$ cat src/hw/rom_loader_defs.svh
// ROM loader sizing
// Address widths, store depth and counter width for the download path

`ifndef ROM_LOADER_DEFS_SVH
`define ROM_LOADER_DEFS_SVH

// Byte address from the loader, trimmed from 22 bits
`define ROM_BYTE_AW 11

// One word holds two loader bytes
`define ROM_WORD_AW 10

`define ROM_DEPTH   1024

// Wide enough to count every byte of a full store
`define ROM_CNT_W   12

`endif

$ cat src/hw/rom_loader_pkg.sv
// ROM loader types
// Data, address and counter types shared by the download path stages

`default_nettype none

`include "rom_loader_defs.svh"

package rom_loader_pkg;

    typedef logic [7:0] byte_t;

    // Even byte in [7:0], odd byte in [15:8]
    typedef logic [15:0] word_t;

    // Bit 1 high lane, bit 0 low lane
    typedef logic [1:0] lane_mask_t;

    typedef logic [`ROM_BYTE_AW-1:0] byte_addr_t;
    typedef logic [`ROM_WORD_AW-1:0] word_addr_t;

    typedef logic [`ROM_CNT_W-1:0] load_cnt_t;

endpackage

`default_nettype wire

$ cat src/hw/rom_loader_ifs.sv
// ROM loader interfaces
// prog_if carries masked byte writes from the capture stage,
// mem_if carries writes and reads between the arbiter and the store

`timescale 1ns/1ps
`default_nettype none

interface prog_if;
    rom_loader_pkg::word_addr_t addr;
    rom_loader_pkg::byte_t      data;
    rom_loader_pkg::lane_mask_t mask;
    logic                       we;   // One cycle per loader byte

    modport src (
        output addr,
        output data,
        output mask,
        output we
    );

    modport dst (
        input addr,
        input data,
        input mask,
        input we
    );
endinterface


`default_nettype wire

$ cat src/hw/prog_capture.sv
// Loader byte capture
// Registers each ioctl byte and turns it into a word write
// with a one-hot lane mask and a single-cycle strobe

`timescale 1ns/1ps
`default_nettype none

`include "rom_loader_defs.svh"

module prog_capture (
    input  logic                       clk_rom,
    input  logic                       rst_n,
    input  rom_loader_pkg::byte_addr_t ioctl_addr,
    input  rom_loader_pkg::byte_t      ioctl_data,
    input  logic                       ioctl_wr,
    prog_if.src                        prog
);

    // Payload only moves on a loader strobe
    always_ff @(posedge clk_rom) begin
        if (ioctl_wr) begin
            prog.addr <= ioctl_addr[`ROM_BYTE_AW-1:1];
            prog.data <= ioctl_data;
            // Odd address goes to the high lane
            prog.mask <= {ioctl_addr[0], ~ioctl_addr[0]};
        end
    end

    always_ff @(posedge clk_rom) begin
        if (!rst_n) begin
            prog.we <= 1'b0;
        end else begin
            prog.we <= ioctl_wr; // Strobe delayed by one cycle
        end
    end

endmodule

`default_nettype wire

$ cat src/flat_wrapper.sv
// flat-port wrapper written by rule: the top's interface ports become plain ports
module prog_capture_flat 
  (clk_rom, rst_n, ioctl_addr, ioctl_data, ioctl_wr, prog_addr, prog_data, prog_mask, prog_we);
  prog_if prog_i ();
  input  logic clk_rom;
  input  logic rst_n;
  input  rom_loader_pkg::byte_addr_t ioctl_addr;
  input  rom_loader_pkg::byte_t ioctl_data;
  input  logic ioctl_wr;
  output wire logic [$bits(prog_i.addr)-1:0] prog_addr;
  output wire logic [$bits(prog_i.data)-1:0] prog_data;
  output wire logic [$bits(prog_i.mask)-1:0] prog_mask;
  output wire logic [$bits(prog_i.we)-1:0] prog_we;
  assign prog_addr = prog_i.addr;
  assign prog_data = prog_i.data;
  assign prog_mask = prog_i.mask;
  assign prog_we = prog_i.we;
  prog_capture u_core (.clk_rom(clk_rom), .rst_n(rst_n), .ioctl_addr(ioctl_addr), .ioctl_data(ioctl_data), .ioctl_wr(ioctl_wr), .prog(prog_i));
endmodule
$ cat config.mk
export PLATFORM = sky130hd
export DESIGN_NAME = prog_capture_flat
export DESIGN_NICKNAME = d
export VERILOG_FILES = /design/src/hw/rom_loader_pkg.sv /design/src/hw/rom_loader_ifs.sv /design/src/hw/prog_capture.sv /design/src/flat_wrapper.sv
export VERILOG_INCLUDE_DIRS = /design/src /design/src/hw
export SDC_FILE = /design/constraint.sdc
export NUM_CORES = 1
export LEC_CHECK = 0
export BUFFER_PORTS_ARGS = -buffer_cell sky130_fd_sc_hd__buf_2
export CAP_MARGIN = 20
export CORE_UTILIZATION = 41
export DETAILED_ROUTE_END_ITERATION = 10
export GPL_TIMING_DRIVEN = 1
export PLACE_DENSITY = 0.79
export SLEW_MARGIN = 30
export SYNTH_ARGS = -nofsm -noshare
export SYNTH_HDL_FRONTEND = slang
export SYNTH_SLANG_ARGS = --single-unit
$ cat constraint.sdc
create_clock -name clk_rom -period 0.8 [get_ports clk_rom]
set_clock_uncertainty 0.05 [all_clocks]
set_input_delay 0.08 -clock clk_rom [delete_from_list [all_inputs] [get_ports clk_rom]]
set_output_delay 0.08 -clock clk_rom [all_outputs]
set_load 0.02 [all_outputs]
==> results of run 1 <==
## layout make-up
type                    instances  area [um2]
repair buffers                 63       530.5
well taps                      15       18.77
fillers                        58       158.9
flip-flops and latches         21       621.8
multi-input cells               1       6.256
clock buffers                   4       26.28
inverters                       1       3.754
## cell families (layout without fill, tap and decap cells)
logic type / count (synthesis) / in the layout / synth area share, %
flops: 21 / 21 / 98.41
simple gates: 1 / 1 / 0.9927
buf+inv: 1 / 68 / 0.5947
## metal layers
layer  vias up  part of all wire (%)  track usage, %
met4         0                   3.5           16.13
met2        32                    56           41.02
met1       223                    35           25.27
met3         6                   5.8           5.435
li1        223                     -               -
met5         -                     0               0
## per-stage QoR
stage | cell area (um2) | total power, W | std cells | hold WS [ns]
floorplan | 630.6 | 0.001459 | 23 | 0.1289
global placement | 879.6 | 0.001603 | 81 | 0.2065
detailed placement | 879.6 | 0.001612 | 81 | 0.2081
CTS | 1114 | 0.002145 | 105 | 0.1290
global route | 1207 | 0.002362 | 105 | 0.1285
finish | 1207 | 0.002272 | 105 | 0.1293
## flip-flops by register name (all words and copies together), names as in the netlist
| name | count |
|---|---|
| u_core.prog.data | 8 |
| u_core.prog.we | 1 |
| u_core.prog.mask | 2 |
| u_core.prog.addr | 10 |
## cell usage in the layout, fill, tap and decap left out, drive strengths merged
cell type    instances
and2                 1
buf                 43
clkbuf               4
dfxtp                1
dlygate4sd3         20
edfxtp              20
inv                  1
## worst max-delay path by stage
stage                         from                   to  slack, ns  depth (start not counted)
6_report       u_core.prog.addr[8]         prog_addr[8]      -0.21                          1
5_1_grt        u_core.prog.addr[4]         prog_addr[4]      -0.24                          1
3_3_place_gp              ioctl_wr  u_core.prog.addr[1]       0.11                          2
4_1_cts        u_core.prog.addr[4]         prog_addr[4]      -0.19                          1
2_1_floorplan  u_core.prog.addr[0]         prog_addr[0]       0.22                          0
3_5_place_dp              ioctl_wr  u_core.prog.data[7]       0.11                          2
## what timing repair did
action                                  4_1_cts  5_1_grt
gates resized for setup                       3       30
hold buffers                                 20        0
hold endpoints to repair                     20        0
endpoints found under the setup margin       21       21
## power groups by stage
| stage | Sequential, W | Clock (W) | Combinational [W] |
|---|---|---|---|
| finish | 0.00134 | 0.000504 | 0.000428 |
| global placement | 0.00134 | 0 | 0.000265 |
| floorplan | 0.00146 | 0 | 0.00000239 |
| CTS | 0.00132 | 0.000480 | 0.000349 |
| global route | 0.00135 | 0.000562 | 0.000454 |
| detailed placement | 0.00134 | 0 | 0.000271 |
==> results.ini, run 1 <==
[run_status]
outcome = complete, but fails checks
violations_in_the_final_reports = setup timing

[power]
cellInternalPower_w = 0.001728
p_clk_share_pct = 22.2
p_comb_share_pct = 18.8
pwr_density_cell_nw_per_um2 = 1881
sw_power_w = 0.0005435
ir_worst_vdd_v = 0.001560
power.share.switching_pct = 23.93
power_frac_seq_pct = 59.0
p_leak_nw = 0.5194

[floorplanning]
floorplan.initialDensity_pct = 46.15
io-pin-count = 43
width_of_the_chip_um = 41.22
fp-row-count = 13
design.core.area_um2 = 1366
die_height_um = 41.22
design.die.area_um2 = 1699

[cells_and_area]
final_util_pct = 88.37
drive_gt1_share_pct = 52.22
antenna-diode-count = 0
final_net_count = 113
areaGrowthSynthToFinish_pct = 91.47

[setup_path]
critical_path_required_ns = 0.67
worst-setup-path-type = reg2out
library_cell_contributing_the_largest_single_delay_on_the_critical_path = sky130_fd_sc_hd__edfxtp_1
cpLargestDelayFamily = flip-flops
timing.critical_path.buf_inv = 1
crit_path_max_incr_delay_ns = 0.43
crit_path_max_fanout = 1
worst_ep_arrival_time_ns = 0.88
cp_cell_sequence = buf_6
critical_path.startpoint_type = flop
end_kind = output pin

[run]
max-cap-violations = 0

[cts]
count_of_buffers_added_by_post_cts_timing_repair_for_setup = 0
tritoncts = yes
max-clock-path-buffers = 2
clockRootBuffer = sky130_fd_sc_hd__clkbuf_4
cts_buffers = 3
cts-htree-levels = 1
cts_sinks = 21
cts.reportedPaths.clkPinSlew_ns = 0.11

[global_route]
grt_pass1_wl_um = 2339
grt_max_degree = 22
antenna_found_initial = 0
grt.overflow.total = 0
grt_util_all_layers_pct = 23.70
via_count_of_the_first_global_routing_pass = 501

[logic_synthesis]
synth_sequential_area_ratio_pct = 98.41
syn_avg_cell_area_um2 = 27.42
synthMostInstantiatedCell = sky130_fd_sc_hd__edfxtp_1
synth_area_leader_cell = sky130_fd_sc_hd__edfxtp_1
nets_in_the_synthesized_netlist = 45
syn-instance-count = 23
synthesis.yosys.warnings = 0
yosys.cell_types.count = 4
synth_async_sr_flop_share_pct = 0
yosys-top-cells-area = sky130_fd_sc_hd__edfxtp_1 95%, sky130_fd_sc_hd__dfxtp_1 3.2%, sky130_fd_sc_hd__and2_1 0.99%
netlist_top_cells_count = 20 x sky130_fd_sc_hd__edfxtp_1, 1 x sky130_fd_sc_hd__and2_1, 1 x sky130_fd_sc_hd__dfxtp_1, 1 x sky130_fd_sc_hd__inv_1
netlist.area_leader.share_pct = 95.24
synthesized_flop_and_latch_total = 21
ys.flop_type = sky130_fd_sc_hd__edfxtp_1
synth.cell_area_um2 = 630.6
synth_enable_flop_cells = 20

[timing]
fin_ws_ns = -0.2090
count_of_endpoints_failing_setup_in_the_final_report = 21
setup_tns_ns = -3.758
max_clock_freq_ghz = 0.9911
tightestPinTransition_ns = 0.1138
relative_slew_margins_pct = 92.41
report.final.slew_viol_count = 0
fin_crit_sh_pct = 126.1
timing_hold_violations_final = 0
final.min_clock_period_ns = 1.009
setup_repair_after_global_routing_missed_its_margin = yes

[route]
drcViolationCount = 0
drt_first_pass_iters = 2
routed_wl_um = 1784
num_vias = 484
detail-route-antenna-nets = 0
route.detailed.wl_per_inst_um = 16.99
vias_per_inst = 4.610
drt_iter0_markers = 8

[placed_design]
detailedPlace.worstSlack_ns = 0.1065
buffer_ports.inserted = 42
globalplace.congestion = 0.5917

[min_path]
holdPathStages = 2
holdCritStartpoint = ioctl_wr
holdCritPathClass = in2reg
holdPathEnd = u_core.prog.addr[5]

Power figures use the tool's default switching activity.
==> inputs of run 2 (changes only) <==
--- a/config.mk
+++ b/config.mk
@@ -12,6 +12,7 @@
 export DETAILED_ROUTE_END_ITERATION = 10
 export GPL_TIMING_DRIVEN = 1
 export PLACE_DENSITY = 0.79
+export RECOVER_POWER = 100
 export SLEW_MARGIN = 30
 export SYNTH_ARGS = -nofsm -noshare
 export SYNTH_HDL_FRONTEND = slang
==> results.ini, run 2 (synthesis gave the netlist of run 1 again) <==
[global_route]
global_route.peak_usage_layer = met2
grt_pass1_wl_um = 2339
grt.overflow.total = 0
via_count_of_the_first_global_routing_pass = 501
grt_use_met3_pct = 5.435
grt_util_all_layers_pct = 23.70
grt_max_degree = 22
antenna_found_initial = 0
grt.met2_usage_pct = 41.02
met1_usage_pct = 25.27

[floorplanning]
fp-row-count = 13
io-pin-count = 43
design.core.area_um2 = 1366
floorplan.initialDensity_pct = 46.15
die_height_um = 41.22
width_of_the_chip_um = 41.22
design.die.area_um2 = 1699

[timing]
tightestPinTransition_ns = 0.4776
timing_hold_violations_final = 0
fin_ws_ns = -0.2107
max_clock_freq_ghz = 0.9894
relative_slew_margins_pct = 68.16
fin_crit_sh_pct = 126.3
timing.hold.ws_ns = 0.3980
final.min_clock_period_ns = 1.011
count_of_endpoints_failing_setup_in_the_final_report = 22
setup_repair_after_global_routing_missed_its_margin = yes
report.final.slew_viol_count = 0

[cells_and_area]
final_net_count = 113
largest_register_ffs = 10
most_common_cell_after_layout_fill_and_taps_aside = sky130_fd_sc_hd__buf_2
post-route-cell-area_um2 = 1189
multi_input_comb_area_um2 = 6.256
drive_gt1_share_pct = 48.89
area_occupied_by_registers_um2 = 621.8
top_regs = u_core.prog.addr x10, u_core.prog.data x8, u_core.prog.mask x2
top_register = u_core.prog.addr
layout_common_cells = 23 x sky130_fd_sc_hd__buf_2, 20 x sky130_fd_sc_hd__dlygate4sd3_1, 20 x sky130_fd_sc_hd__edfxtp_1
final.fill_count = 61
antenna-diode-count = 0
areaGrowthSynthToFinish_pct = 88.49
non_filler_instance_count_after_layout = 105

[cts]
tritoncts = yes
count_of_buffers_added_by_post_cts_timing_repair_for_setup = 0
cts.reportedPaths.clkPinSlew_ns = 0.11
cts_sinks = 21
clockRootBuffer = sky130_fd_sc_hd__clkbuf_4
cts-htree-levels = 1
max-clock-path-buffers = 2
cts_buffers = 3

[min_path]
holdPathEnd = u_core.prog.addr[8]
holdCritStartpoint = ioctl_wr
holdCritPathClass = in2reg
holdPathStages = 2

[placed_design]
globalplace.congestion = 0.5917
detailed_place.area_um2 = 879.6
place.detailed.instances = 81
buffer_ports.inserted = 42
detailedPlace.worstSlack_ns = 0.1065

[route]
routed_wl_um = 1766
drt_iter0_markers = 3
detail-route-antenna-nets = 0
route.detailed.wl_per_inst_um = 16.82
num_vias = 486
drt_first_pass_iters = 2
drcViolationCount = 0
vias_per_inst = 4.629

[setup_path]
critical_path.startpoint_type = flop
cp_cell_sequence = buf_6
end_kind = output pin
worst_ep_arrival_time_ns = 0.88
critical_path_required_ns = 0.67
library_cell_contributing_the_largest_single_delay_on_the_critical_path = sky130_fd_sc_hd__edfxtp_1
crit_path_max_incr_delay_ns = 0.43
worst-setup-path-type = reg2out
crit_path_max_fanout = 1
cpLargestDelayFamily = flip-flops
timing.critical_path.buf_inv = 1

[run_status]
outcome = complete, but fails checks
violations_in_the_final_reports = setup timing

[power]
ir_worst_vdd_v = 0.001560
p_leak_nw = 0.5059
pwr_density_cell_nw_per_um2 = 1903

[run]
max-cap-violations = 0

## run 2: cell type report
| cell class | instances | share of cell area, % |
|---|---|---|
| inverters | 1 | 0.3158 |
| clock buffers | 4 | 2.211 |
| repair buffers | 63 | 43.05 |
| multi-input cells | 1 | 0.5263 |
| flip-flops and latches | 21 | 52.32 |
| well taps | 15 | 1.579 |
## run 2: what timing repair did
item                                    4_1_cts  5_1_grt
cloned                                        0        0
gates resized for setup                       3       30
hold buffers                                 20        0
endpoints found under the setup margin       21       21
hold endpoints to repair                     20        0
## run 2: worst max-delay path by stage
stage / from / to / cells past startpoint
final: u_core.prog.addr[8] / prog_addr[8] / 1
after detailed placement: ioctl_wr / u_core.prog.data[7] / 2
after global placement: ioctl_wr / u_core.prog.addr[1] / 2
after CTS: u_core.prog.addr[4] / prog_addr[4] / 1
after global routing: u_core.prog.addr[4] / prog_addr[4] / 1
after floorplan: u_core.prog.addr[0] / prog_addr[0] / 0
## run 2: where the power goes
part	switching [W]	internal (W)	total (W)	leakage, nW
registers	0.0000413	0.00130	0.00134	0.204
clock network	0.000312	0.000194	0.000506	0.0150
logic	0.000190	0.000225	0.000415	0.287
total	0.000543	0.00172	0.00226	0.506
## run 2: stage by stage
| stage | utilization, % | power, W | TNS [ns] |
|---|---|---|---|
| after floorplan | - | 0.001459 | 0 |
| after global placement | 64.38 | 0.001603 | 0 |
| after detailed placement | 64.38 | 0.001612 | 0 |
| after CTS | 81.50 | 0.002145 | -3.314 |
| after global routing | 87.00 | 0.002350 | -4.559 |
| final | 87.00 | 0.002262 | -3.784 |
## run 2: layer usage
layer,share of wire (%),vias to the layer above
li1,-,223
met2,57,32
met3,5.8,6
met5,0,-
met1,33,225
met4,3.6,0
