### src/hw/rom_loader_defs.svh
// ROM loader sizing
// Address widths, store depth and counter width for the download path

`ifndef ROM_LOADER_DEFS_SVH
`define ROM_LOADER_DEFS_SVH

// Byte address from the loader, trimmed from 22 bits
`define ROM_BYTE_AW 11

// One word holds two loader bytes
`define ROM_WORD_AW 10

`define ROM_DEPTH   1024

// Wide enough to count every byte of a full store
`define ROM_CNT_W   12

`endif

### src/hw/rom_loader_pkg.sv
// ROM loader types
// Data, address and counter types shared by the download path stages

`default_nettype none

`include "rom_loader_defs.svh"

package rom_loader_pkg;

    typedef logic [7:0] byte_t;

    // Even byte in [7:0], odd byte in [15:8]
    typedef logic [15:0] word_t;

    // Bit 1 high lane, bit 0 low lane
    typedef logic [1:0] lane_mask_t;

    typedef logic [`ROM_BYTE_AW-1:0] byte_addr_t;
    typedef logic [`ROM_WORD_AW-1:0] word_addr_t;

    typedef logic [`ROM_CNT_W-1:0] load_cnt_t;

endpackage

`default_nettype wire

### src/hw/rom_loader_ifs.sv
// ROM loader interfaces
// prog_if carries masked byte writes from the capture stage,
// mem_if carries writes and reads between the arbiter and the store

`timescale 1ns/1ps
`default_nettype none

interface prog_if;
    rom_loader_pkg::word_addr_t addr;
    rom_loader_pkg::byte_t      data;
    rom_loader_pkg::lane_mask_t mask;
    logic                       we;   // One cycle per loader byte

    modport src (
        output addr,
        output data,
        output mask,
        output we
    );

    modport dst (
        input addr,
        input data,
        input mask,
        input we
    );
endinterface

interface mem_if;
    rom_loader_pkg::word_addr_t addr;
    rom_loader_pkg::byte_t      wdata;
    rom_loader_pkg::lane_mask_t mask;
    logic                       we;
    logic                       re;     // Never together with we
    rom_loader_pkg::word_t      rdata;
    logic                       rvalid; // One cycle after re

    modport ctrl (
        output addr, wdata, mask, we, re,
        input  rdata, rvalid
    );

    modport mem (
        input  addr, wdata, mask, we, re,
        output rdata, rvalid
    );
endinterface

`default_nettype wire

### src/hw/rom_port_arbiter.sv
// ROM port arbiter
// Gives loader writes priority over game reads, drops reads during
// a download, holds the game in reset and counts loaded bytes

`timescale 1ns/1ps
`default_nettype none

module rom_port_arbiter (
    input  logic                       clk_rom,
    input  logic                       rst_n,
    input  logic                       downloading,
    input  logic                       game_re,
    input  rom_loader_pkg::word_addr_t game_addr,
    prog_if.dst                        prog,
    mem_if.ctrl                        mem,
    output rom_loader_pkg::word_t      game_data,
    output logic                       game_valid,
    output logic                       core_rst,
    output rom_loader_pkg::load_cnt_t  bytes_loaded
);

    logic read_ok;
    logic dl_q;       // downloading seen last cycle
    logic dl_rise;

    // A read survives only with no write and no download
    assign read_ok = game_re && !downloading && !prog.we;
    assign dl_rise = downloading && !dl_q;

    // Address and write payload, write wins the port
    always_ff @(posedge clk_rom) begin
        mem.addr  <= prog.we ? prog.addr : game_addr;
        mem.wdata <= prog.data;
        mem.mask  <= prog.mask;
    end

    always_ff @(posedge clk_rom) begin
        if (!rst_n) begin
            mem.we       <= 1'b0;
            mem.re       <= 1'b0;
            core_rst     <= 1'b1;
            dl_q         <= 1'b0;
            bytes_loaded <= '0;
        end else begin
            mem.we   <= prog.we;
            mem.re   <= read_ok;
            core_rst <= downloading; // Game held while loading
            dl_q     <= downloading;
            if (dl_rise) begin
                bytes_loaded <= '0;
            end else if (prog.we) begin
                bytes_loaded <= bytes_loaded + rom_loader_pkg::load_cnt_t'(1);
            end
        end
    end

    // Store read comes straight back to the game
    assign game_data  = mem.rdata;
    assign game_valid = mem.rvalid;

endmodule

`default_nettype wire

### src/flat_wrapper.sv
// flat-port wrapper written by rule: the top's interface ports become plain ports
module rom_port_arbiter_flat 
  (clk_rom, rst_n, downloading, game_re, game_addr, game_data, game_valid, core_rst, bytes_loaded, prog_addr, prog_data, prog_mask, prog_we, mem_addr, mem_wdata, mem_mask, mem_we, mem_re, mem_rdata, mem_rvalid);
  prog_if prog_i ();
  mem_if mem_i ();
  input  logic clk_rom;
  input  logic rst_n;
  input  logic downloading;
  input  logic game_re;
  input  rom_loader_pkg::word_addr_t game_addr;
  output rom_loader_pkg::word_t game_data;
  output logic game_valid;
  output logic core_rst;
  output rom_loader_pkg::load_cnt_t bytes_loaded;
  input wire logic [$bits(prog_i.addr)-1:0] prog_addr;
  input wire logic [$bits(prog_i.data)-1:0] prog_data;
  input wire logic [$bits(prog_i.mask)-1:0] prog_mask;
  input wire logic [$bits(prog_i.we)-1:0] prog_we;
  output wire logic [$bits(mem_i.addr)-1:0] mem_addr;
  output wire logic [$bits(mem_i.wdata)-1:0] mem_wdata;
  output wire logic [$bits(mem_i.mask)-1:0] mem_mask;
  output wire logic [$bits(mem_i.we)-1:0] mem_we;
  output wire logic [$bits(mem_i.re)-1:0] mem_re;
  input wire logic [$bits(mem_i.rdata)-1:0] mem_rdata;
  input wire logic [$bits(mem_i.rvalid)-1:0] mem_rvalid;
  assign prog_i.addr = prog_addr;
  assign prog_i.data = prog_data;
  assign prog_i.mask = prog_mask;
  assign prog_i.we = prog_we;
  assign mem_addr = mem_i.addr;
  assign mem_wdata = mem_i.wdata;
  assign mem_mask = mem_i.mask;
  assign mem_we = mem_i.we;
  assign mem_re = mem_i.re;
  assign mem_i.rdata = mem_rdata;
  assign mem_i.rvalid = mem_rvalid;
  rom_port_arbiter u_core (.clk_rom(clk_rom), .rst_n(rst_n), .downloading(downloading), .game_re(game_re), .game_addr(game_addr), .prog(prog_i), .mem(mem_i), .game_data(game_data), .game_valid(game_valid), .core_rst(core_rst), .bytes_loaded(bytes_loaded));
endmodule
### config.mk
export PLATFORM = sky130hd
export DESIGN_NAME = rom_port_arbiter_flat
export DESIGN_NICKNAME = d
export VERILOG_FILES = /design/src/hw/rom_loader_pkg.sv /design/src/hw/rom_loader_ifs.sv /design/src/hw/rom_port_arbiter.sv /design/src/flat_wrapper.sv
export VERILOG_INCLUDE_DIRS = /design/src /design/src/hw
export SDC_FILE = /design/constraint.sdc
export NUM_CORES = 1
export LEC_CHECK = 0
export BUFFER_PORTS_ARGS = -buffer_cell sky130_fd_sc_hd__clkbuf_2
export CORE_ASPECT_RATIO = 1.2
export CORE_MARGIN = 2
export CORE_UTILIZATION = 40
export CTS_BUF_LIST = sky130_fd_sc_hd__clkbuf_2 sky130_fd_sc_hd__clkbuf_4 sky130_fd_sc_hd__clkbuf_8
export DETAILED_ROUTE_END_ITERATION = 10
export HOLD_SLACK_MARGIN = 0.15
export PLACE_DENSITY = 0.81
export SLEW_MARGIN = 30
export SYNTH_ARGS = -nofsm -noshare
export SYNTH_HDL_FRONTEND = slang
export SYNTH_SLANG_ARGS = --single-unit
### constraint.sdc
create_clock -name clk_rom -period 1.7 [get_ports clk_rom]
set_clock_uncertainty 0.15 [all_clocks]
set_input_delay 0 -clock clk_rom [delete_from_list [all_inputs] [get_ports clk_rom]]
set_output_delay 0 -clock clk_rom [all_outputs]
set_load 0.01 [all_outputs]
==> results of run 1 <==
-- synthesized netlist by cell type (all sizes together), types with 2 or more instances --
cell type	n	area (sq um)
dfxtp	36	720.7
buf	19	137.6
mux2	10	112.6
nand3	6	30.03
a21oi	5	25.02
nor2	5	18.77
nand2	4	15.01
mux2i	3	30.03
nand4	3	48.80
o21ai	3	15.01
or3	3	20.02
xor2	3	26.28
and2	2	12.51
inv	2	7.510
nand2b	2	12.51
o31ai	2	15.01
or4	2	15.01
-- power groups by stage --
stage               Sequential, mW  Combinational (mW)  Clock, mW
floorplan                    0.933              0.0865          0
global placement             0.910               0.147          0
detailed placement           0.913               0.151          0
CTS                          0.893               0.285      0.482
global route                 0.899               0.321      0.524
finish                       0.896               0.303      0.484
-- logic make-up after synthesis --
| kind of cell | after synthesis |
|---|---|
| flip-flops | 36 |
| AND/OR/NAND/NOR | 31 |
| buffers and inverters | 22 |
| multiplexers | 13 |
| AO/OA/AOI/OAI | 10 |
| XOR/XNOR | 4 |
| adder cells (fa/ha/maj) | 1 |
-- worst max path at each step --
stage / cells after the start / slack, ns / end / start
after CTS: 4 / 0.08 / u_core.bytes_loaded[8] / u_core.bytes_loaded[1]
after floorplan: 4 / 0.15 / u_core.bytes_loaded[8] / u_core.bytes_loaded[0]
after global routing: 4 / 0.07 / u_core.bytes_loaded[8] / u_core.bytes_loaded[0]
final: 4 / 0.15 / u_core.bytes_loaded[8] / u_core.bytes_loaded[1]
after detailed placement: 4 / 0.15 / u_core.bytes_loaded[8] / u_core.bytes_loaded[1]
after global placement: 4 / 0.20 / u_core.bytes_loaded[8] / u_core.bytes_loaded[1]
-- what timing repair did --
| item | in CTS | in global routing |
|---|---|---|
| resized for setup | 0 | 1 |
| hold buffers | 63 | 0 |
| endpoints found under the hold margin | 53 | 0 |
| setup endpoints to repair | 0 | 1 |
-- through the flow --
stage	worst slack, ns	power [mW]	cell area (sq um)	instances
finish	0.1500	1.683	2281	277
detailed placement	0.1478	1.063	1585	205
global route	0.06949	1.745	2281	277
global placement	0.1951	1.057	1585	205
floorplan	0.1540	1.020	1314	117
CTS	0.07742	1.660	2277	276
-- routing by layer --
metal  GRT usage  vias to the layer above  wire length, um
met2      0.4662                       72             2579
met3     0.08155                       20              278
met4      0.1577                        0              245
met1      0.2157                      638             1498
li1            -                      631                -
met5           0                        -                0
-- placed cells by master (no fill, tap or decap) --
master	netlist	layout
or4_1	2	2
diode_2	0	1
nor3_1	1	1
xnor2_1	1	1
a21oi_1	5	5
nand3b_1	1	1
nand4_1	1	1
nand2_1	4	4
mux2_2	10	10
o21ai_0	3	3
clkbuf_4	0	5
o31ai_1	2	2
nand4_4	2	2
nand3_1	6	6
xor2_1	3	3
buf_4	17	3
inv_1	2	2
dfxtp_2	0	1
or3_1	2	2
nor2_1	5	5
clkinvlp_4	0	2
clkbuf_2	0	69
mux2i_1	3	3
or3_2	1	1
nand2b_1	2	2
and2_1	2	2
ha_1	1	1
nor3b_1	1	1
clkinv_4	0	1
dlygate4sd3_1	0	63
dfxtp_1	36	35
nor4_1	1	1
-- cell type report --
type | count | area share
diodes | 1 | 0.001097
clock buffers | 5 | 0.01646
clock inverters | 3 | 0.01042
inverters | 2 | 0.003291
multi-input cells | 59 | 0.1947
flip-flops and latches | 36 | 0.3165
well taps | 36 | 0.01975
repair buffers | 135 | 0.4377
-- state kept, by name, indices dropped and copies added, names as in the netlist --
| name | flops |
|---|---|
| u_core.mem.addr | 10 |
| u_core.dl_q | 1 |
| u_core.mem.wdata | 8 |
| u_core.mem.mask | 2 |
| u_core.mem.we | 1 |
| u_core.core_rst | 1 |
| u_core.bytes_loaded | 12 |
| u_core.mem.re | 1 |
==> impl_metrics.json, run 1 <==
{
  "regArea_sq_um": 721.9,
  "worst_slew_pin_slew_ns": 0.3521,
  "ant_nets": 0,
  "cts_max_level": 2,
  "critPathKind": "register to register",
  "clock-root-buffer": "clkbuf_4",
  "wirelength_mm": 4.602,
  "reg2reg_from": "u_core.bytes_loaded[1]",
  "cp_top_family": "simple AND/OR/NAND/NOR gates",
  "r2r_end": "u_core.bytes_loaded[8]",
  "finalSetupViolations": 0,
  "die_h_um": 66.78,
  "p_int_mw": 1.227,
  "gp_congestion": 0.7218,
  "p_sw_frac": 0.2709,
  "p_seq_frac": 0.532,
  "area_growth_pct": 73.62,
  "firstDrtPassIters": 6,
  "coreArea_sq_um": 3110,
  "synth-adder-area-share": 0.009524,
  "hp-class": "primary input to register",
  "peakVddDrop_uv": 699.4,
  "grt_max_degree": 14,
  "drive_gt1_frac": 0.3917,
  "synthCells": 117,
  "synth_top_family_by_area": "simple AND/OR/NAND/NOR gates",
  "multi_input_comb_area_sq_um": 444.2,
  "clk_latency_ns": 0.37,
  "worstHoldPathCells": 2,
  "power.share.clock": 0.287,
  "grt_pass1_vias": 1452,
  "whs_ns": 0.1731,
  "slowest_stage": "or4_1",
  "ys_ff_latch": 36,
  "grt_pass1_wl_mm": 6.582,
  "ys_seq_area_frac": 0.5486,
  "clock_sinks": 36,
  "n_fill_cell": 218,
  "start_util": 0.4224,
  "maxSlewViolCount": 0,
  "fin_setup_tns_ns": 0,
  "crit_path_end_kind": "register",
  "fin_util": 0.7333,
  "r2r_slack_ns": 0.15,
  "arrival_ns": 1.69,
  "rsz0062_at_grt": "no",
  "synth_area_sq_um": 1314,
  "synth.area.mux_share": 0.1086,
  "min-delay-start": "prog_data[3]",
  "p_leak_nw": 1.035,
  "reg2reg_depth": 4,
  "globalRoute.totalOverflow": 0,
  "numCtsBuffers": 5,
  "portBuffers": 69,
  "max_stage_delay_ns": 0.43,
  "ctsLongestPathBuffers": 2,
  "cp_max_fo": 5,
  "wire_per_inst_um": 16.61,
  "clkTransAtPathRegs_ns": 0.12,
  "async_flop_share": 0,
  "cts_tree": "yes",
  "drv_cap": 0,
  "ys.flop_type": "dfxtp_1",
  "groute.usage.overall": 0.2438,
  "drt_iter0_drc": 62,
  "combPwrFrac": 0.180,
  "slew_headroom": 0.7647,
  "antenna_found_initial": 1,
  "synth_xor_area_frac": 0.02667,
  "dieWidth_um": 56.32,
  "cp_num_buf_inv": 0,
  "crit_chain": "ha_1 > nand3_1 > or4_1 > a21oi_1",
  "hold_viol": 0,
  "cts_setup_buffers": 0,
  "syn_area_per_cell_sq_um": 11.23,
  "fin_nets": 292,
  "required_ns": 1.84,
  "status": "finished clean",
  "synth_edf_count": 0,
  "die-area_sq_um": 3761,
  "worstSetupStartpointType": "register",
  "place_hpwl_mm": 2.113,
  "synth.distinct_cells": 27,
  "avgViaCountPerCell": 4.913,
  "pwr_density_cell_nw_per_um2": 737.8,
  "final.min_clock_period_ns": 1.550,
  "yosys.area_share.simple": 0.1514,
  "synth_warnings": 0,
  "drcViolationCount": 0,
  "synth_compound_area_frac": 0.04190,
  "min_to": "u_core.mem.wdata[3]",
  "syn-num-nets": 170,
  "row_count": 22,
  "io_pins": 104,
  "switchingPower_mw": 0.4559,
  "vias": 1361,
  "period_share": 0.9118,
  "timing.fmax_ghz": 0.6451
}
Power figures use the tool's default switching activity.
==> run 2, diff against run 1 <==
--- a/config.mk
+++ b/config.mk
@@ -14,6 +14,7 @@
 export DETAILED_ROUTE_END_ITERATION = 10
 export HOLD_SLACK_MARGIN = 0.15
 export PLACE_DENSITY = 0.81
+export RECOVER_POWER = 50
 export SLEW_MARGIN = 30
 export SYNTH_ARGS = -nofsm -noshare
 export SYNTH_HDL_FRONTEND = slang
==> run 2 against run 1 <==
Compared with the run above: via count grew 0.15%; global-route usage is the same; register-to-register slack hardly changed; setup slack got worse by 0.0070 ns; cell area down 1.3%; clock-buffer cell count did not move; total power shrank 0.42%; non-clock buffer count unchanged; routed wire length about the same; critical endpoint unchanged; highest routed layer unchanged.
==> impl_metrics.json, run 2 (synthesis results as in run 1) <==
{
  "drv_cap": 0,
  "die-area_sq_um": 3761,
  "groute.usage.overall": 0.2438,
  "largest_reg_flops": 12,
  "final_common_cell": "dlygate4sd3_1",
  "drt_iter0_drc": 57,
  "slew_headroom": 0.7487,
  "wirelength_mm": 4.601,
  "period_share": 0.9159,
  "timing.fmax_ghz": 0.6422,
  "top_register": "u_core.bytes_loaded",
  "coreArea_sq_um": 3110,
  "p_leak_nw": 0.9624,
  "worstSetupStartpointType": "register",
  "drcViolationCount": 0,
  "grt_max_degree": 14,
  "gp_congestion": 0.7218,
  "whs_ns": 0.1653,
  "start_util": 0.4224,
  "crit_path_end_kind": "register",
  "worst_slew_pin_slew_ns": 0.3761,
  "area_growth_pct": 71.33,
  "io_pins": 104,
  "avgViaCountPerCell": 4.921,
  "cp_num_buf_inv": 0,
  "clk_latency_ns": 0.37,
  "maxSlewViolCount": 0,
  "row_count": 22,
  "clkTransAtPathRegs_ns": 0.12,
  "finalNonFillerCells": 277,
  "crit_chain": "ha_1 > nand3_1 > or4_1 > a21oi_1",
  "dieWidth_um": 56.32,
  "globalRoute.totalOverflow": 0,
  "wire_per_inst_um": 16.61,
  "required_ns": 1.84,
  "final.min_clock_period_ns": 1.557,
  "ant_nets": 0,
  "grt_pass1_wl_mm": 6.582,
  "arrival_ns": 1.70,
  "reg_top3": "u_core.bytes_loaded x12, u_core.mem.addr x10, u_core.mem.wdata x8",
  "pwr_density_cell_nw_per_um2": 744.5,
  "clock-root-buffer": "clkbuf_4",
  "status": "finished clean",
  "antenna_found_initial": 1,
  "fin_setup_tns_ns": 0,
  "fin_nets": 292,
  "grt_pass1_vias": 1452,
  "cp_top_family": "simple AND/OR/NAND/NOR gates",
  "numCtsBuffers": 5,
  "vias": 1363,
  "cts_max_level": 2,
  "critPathKind": "register to register",
  "hold_viol": 0,
  "hp-class": "primary input to register",
  "portBuffers": 69,
  "max_stage_delay_ns": 0.43,
  "finalSetupViolations": 0,
  "top_layer": "met4",
  "mostFrequentLayoutCells": "dlygate4sd3_1, clkbuf_2, dfxtp_1",
  "ctsLongestPathBuffers": 2,
  "n_fill_cell": 235,
  "cp_max_fo": 5,
  "wl_met2_mm": 2.578,
  "drive_gt1_frac": 0.2917,
  "rsz0062_at_grt": "no",
  "die_h_um": 66.78,
  "peakVddDrop_uv": 701.2,
  "wirelength_met1_mm": 1.475,
  "placed_cells": 205,
  "slowest_stage": "or4_1",
  "firstDrtPassIters": 6,
  "wl_met3_um": 301,
  "cts_tree": "yes",
  "place_hpwl_mm": 2.113,
  "clock_sinks": 36
}
[run 2: changes by cell type in the layout (fill, tap and decap cells not counted)]
cell,delta
clkbuf_1,+24
clkbuf_2,-24
[run 2: cell type report]
| cell class | instances | area [sq um] | area share |
|---|---|---|---|
| clock buffers | 5 | 37.54 | 0.01668 |
| multi-input cells | 59 | 444.2 | 0.1973 |
| repair buffers | 135 | 968.4 | 0.4302 |
| well taps | 36 | 45.04 | 0.02001 |
| clock inverters | 3 | 23.77 | 0.01056 |
| diodes | 1 | 2.502 | 0.001112 |
| inverters | 2 | 7.507 | 0.003335 |
| flip-flops and latches | 36 | 721.9 | 0.3207 |
[run 2: per-layer routing]
metal	global-route usage	vias up
li1	-	629
met1	0.2157	637
met2	0.4662	77
met3	0.08155	20
met4	0.1577	0
met5	0	-
[run 2: timing repair]
action / CTS / global route
resized for setup: 0 / 1
endpoints found under the hold margin: 53 / 0
setup buffers: 0 / 0
endpoints found under the setup margin: 0 / 1
hold buffers: 63 / 0
[run 2: where the power goes]
part	total [mW]	switching, mW	internal [mW]
logic	0.295	0.121	0.174
clock network	0.485	0.323	0.162
registers	0.896	0.0137	0.882
[run 2: worst paths after layout]
kind / from / to / slack (ns) / cells past startpoint
max: u_core.bytes_loaded[1] / u_core.bytes_loaded[8] / 0.14 / 4
min: prog_data[3] / u_core.mem.wdata[3] / 0.17 / 2
max reg2reg: u_core.bytes_loaded[1] / u_core.bytes_loaded[8] / 0.14 / 4
min reg2reg: u_core.bytes_loaded[11] / u_core.bytes_loaded[11] / 0.35 / 2
[run 2: through the flow]
step                      power [mW]  area [sq um]    util  setup slack (ns)
after floorplan                1.020          1314       -            0.1540
after global placement         1.057          1585  0.5097            0.1951
after detailed placement       1.063          1585  0.5097            0.1478
after CTS                      1.660          2277  0.7321           0.07742
after global routing           1.736          2251  0.7237           0.06949
final                          1.676          2251  0.7237            0.1430
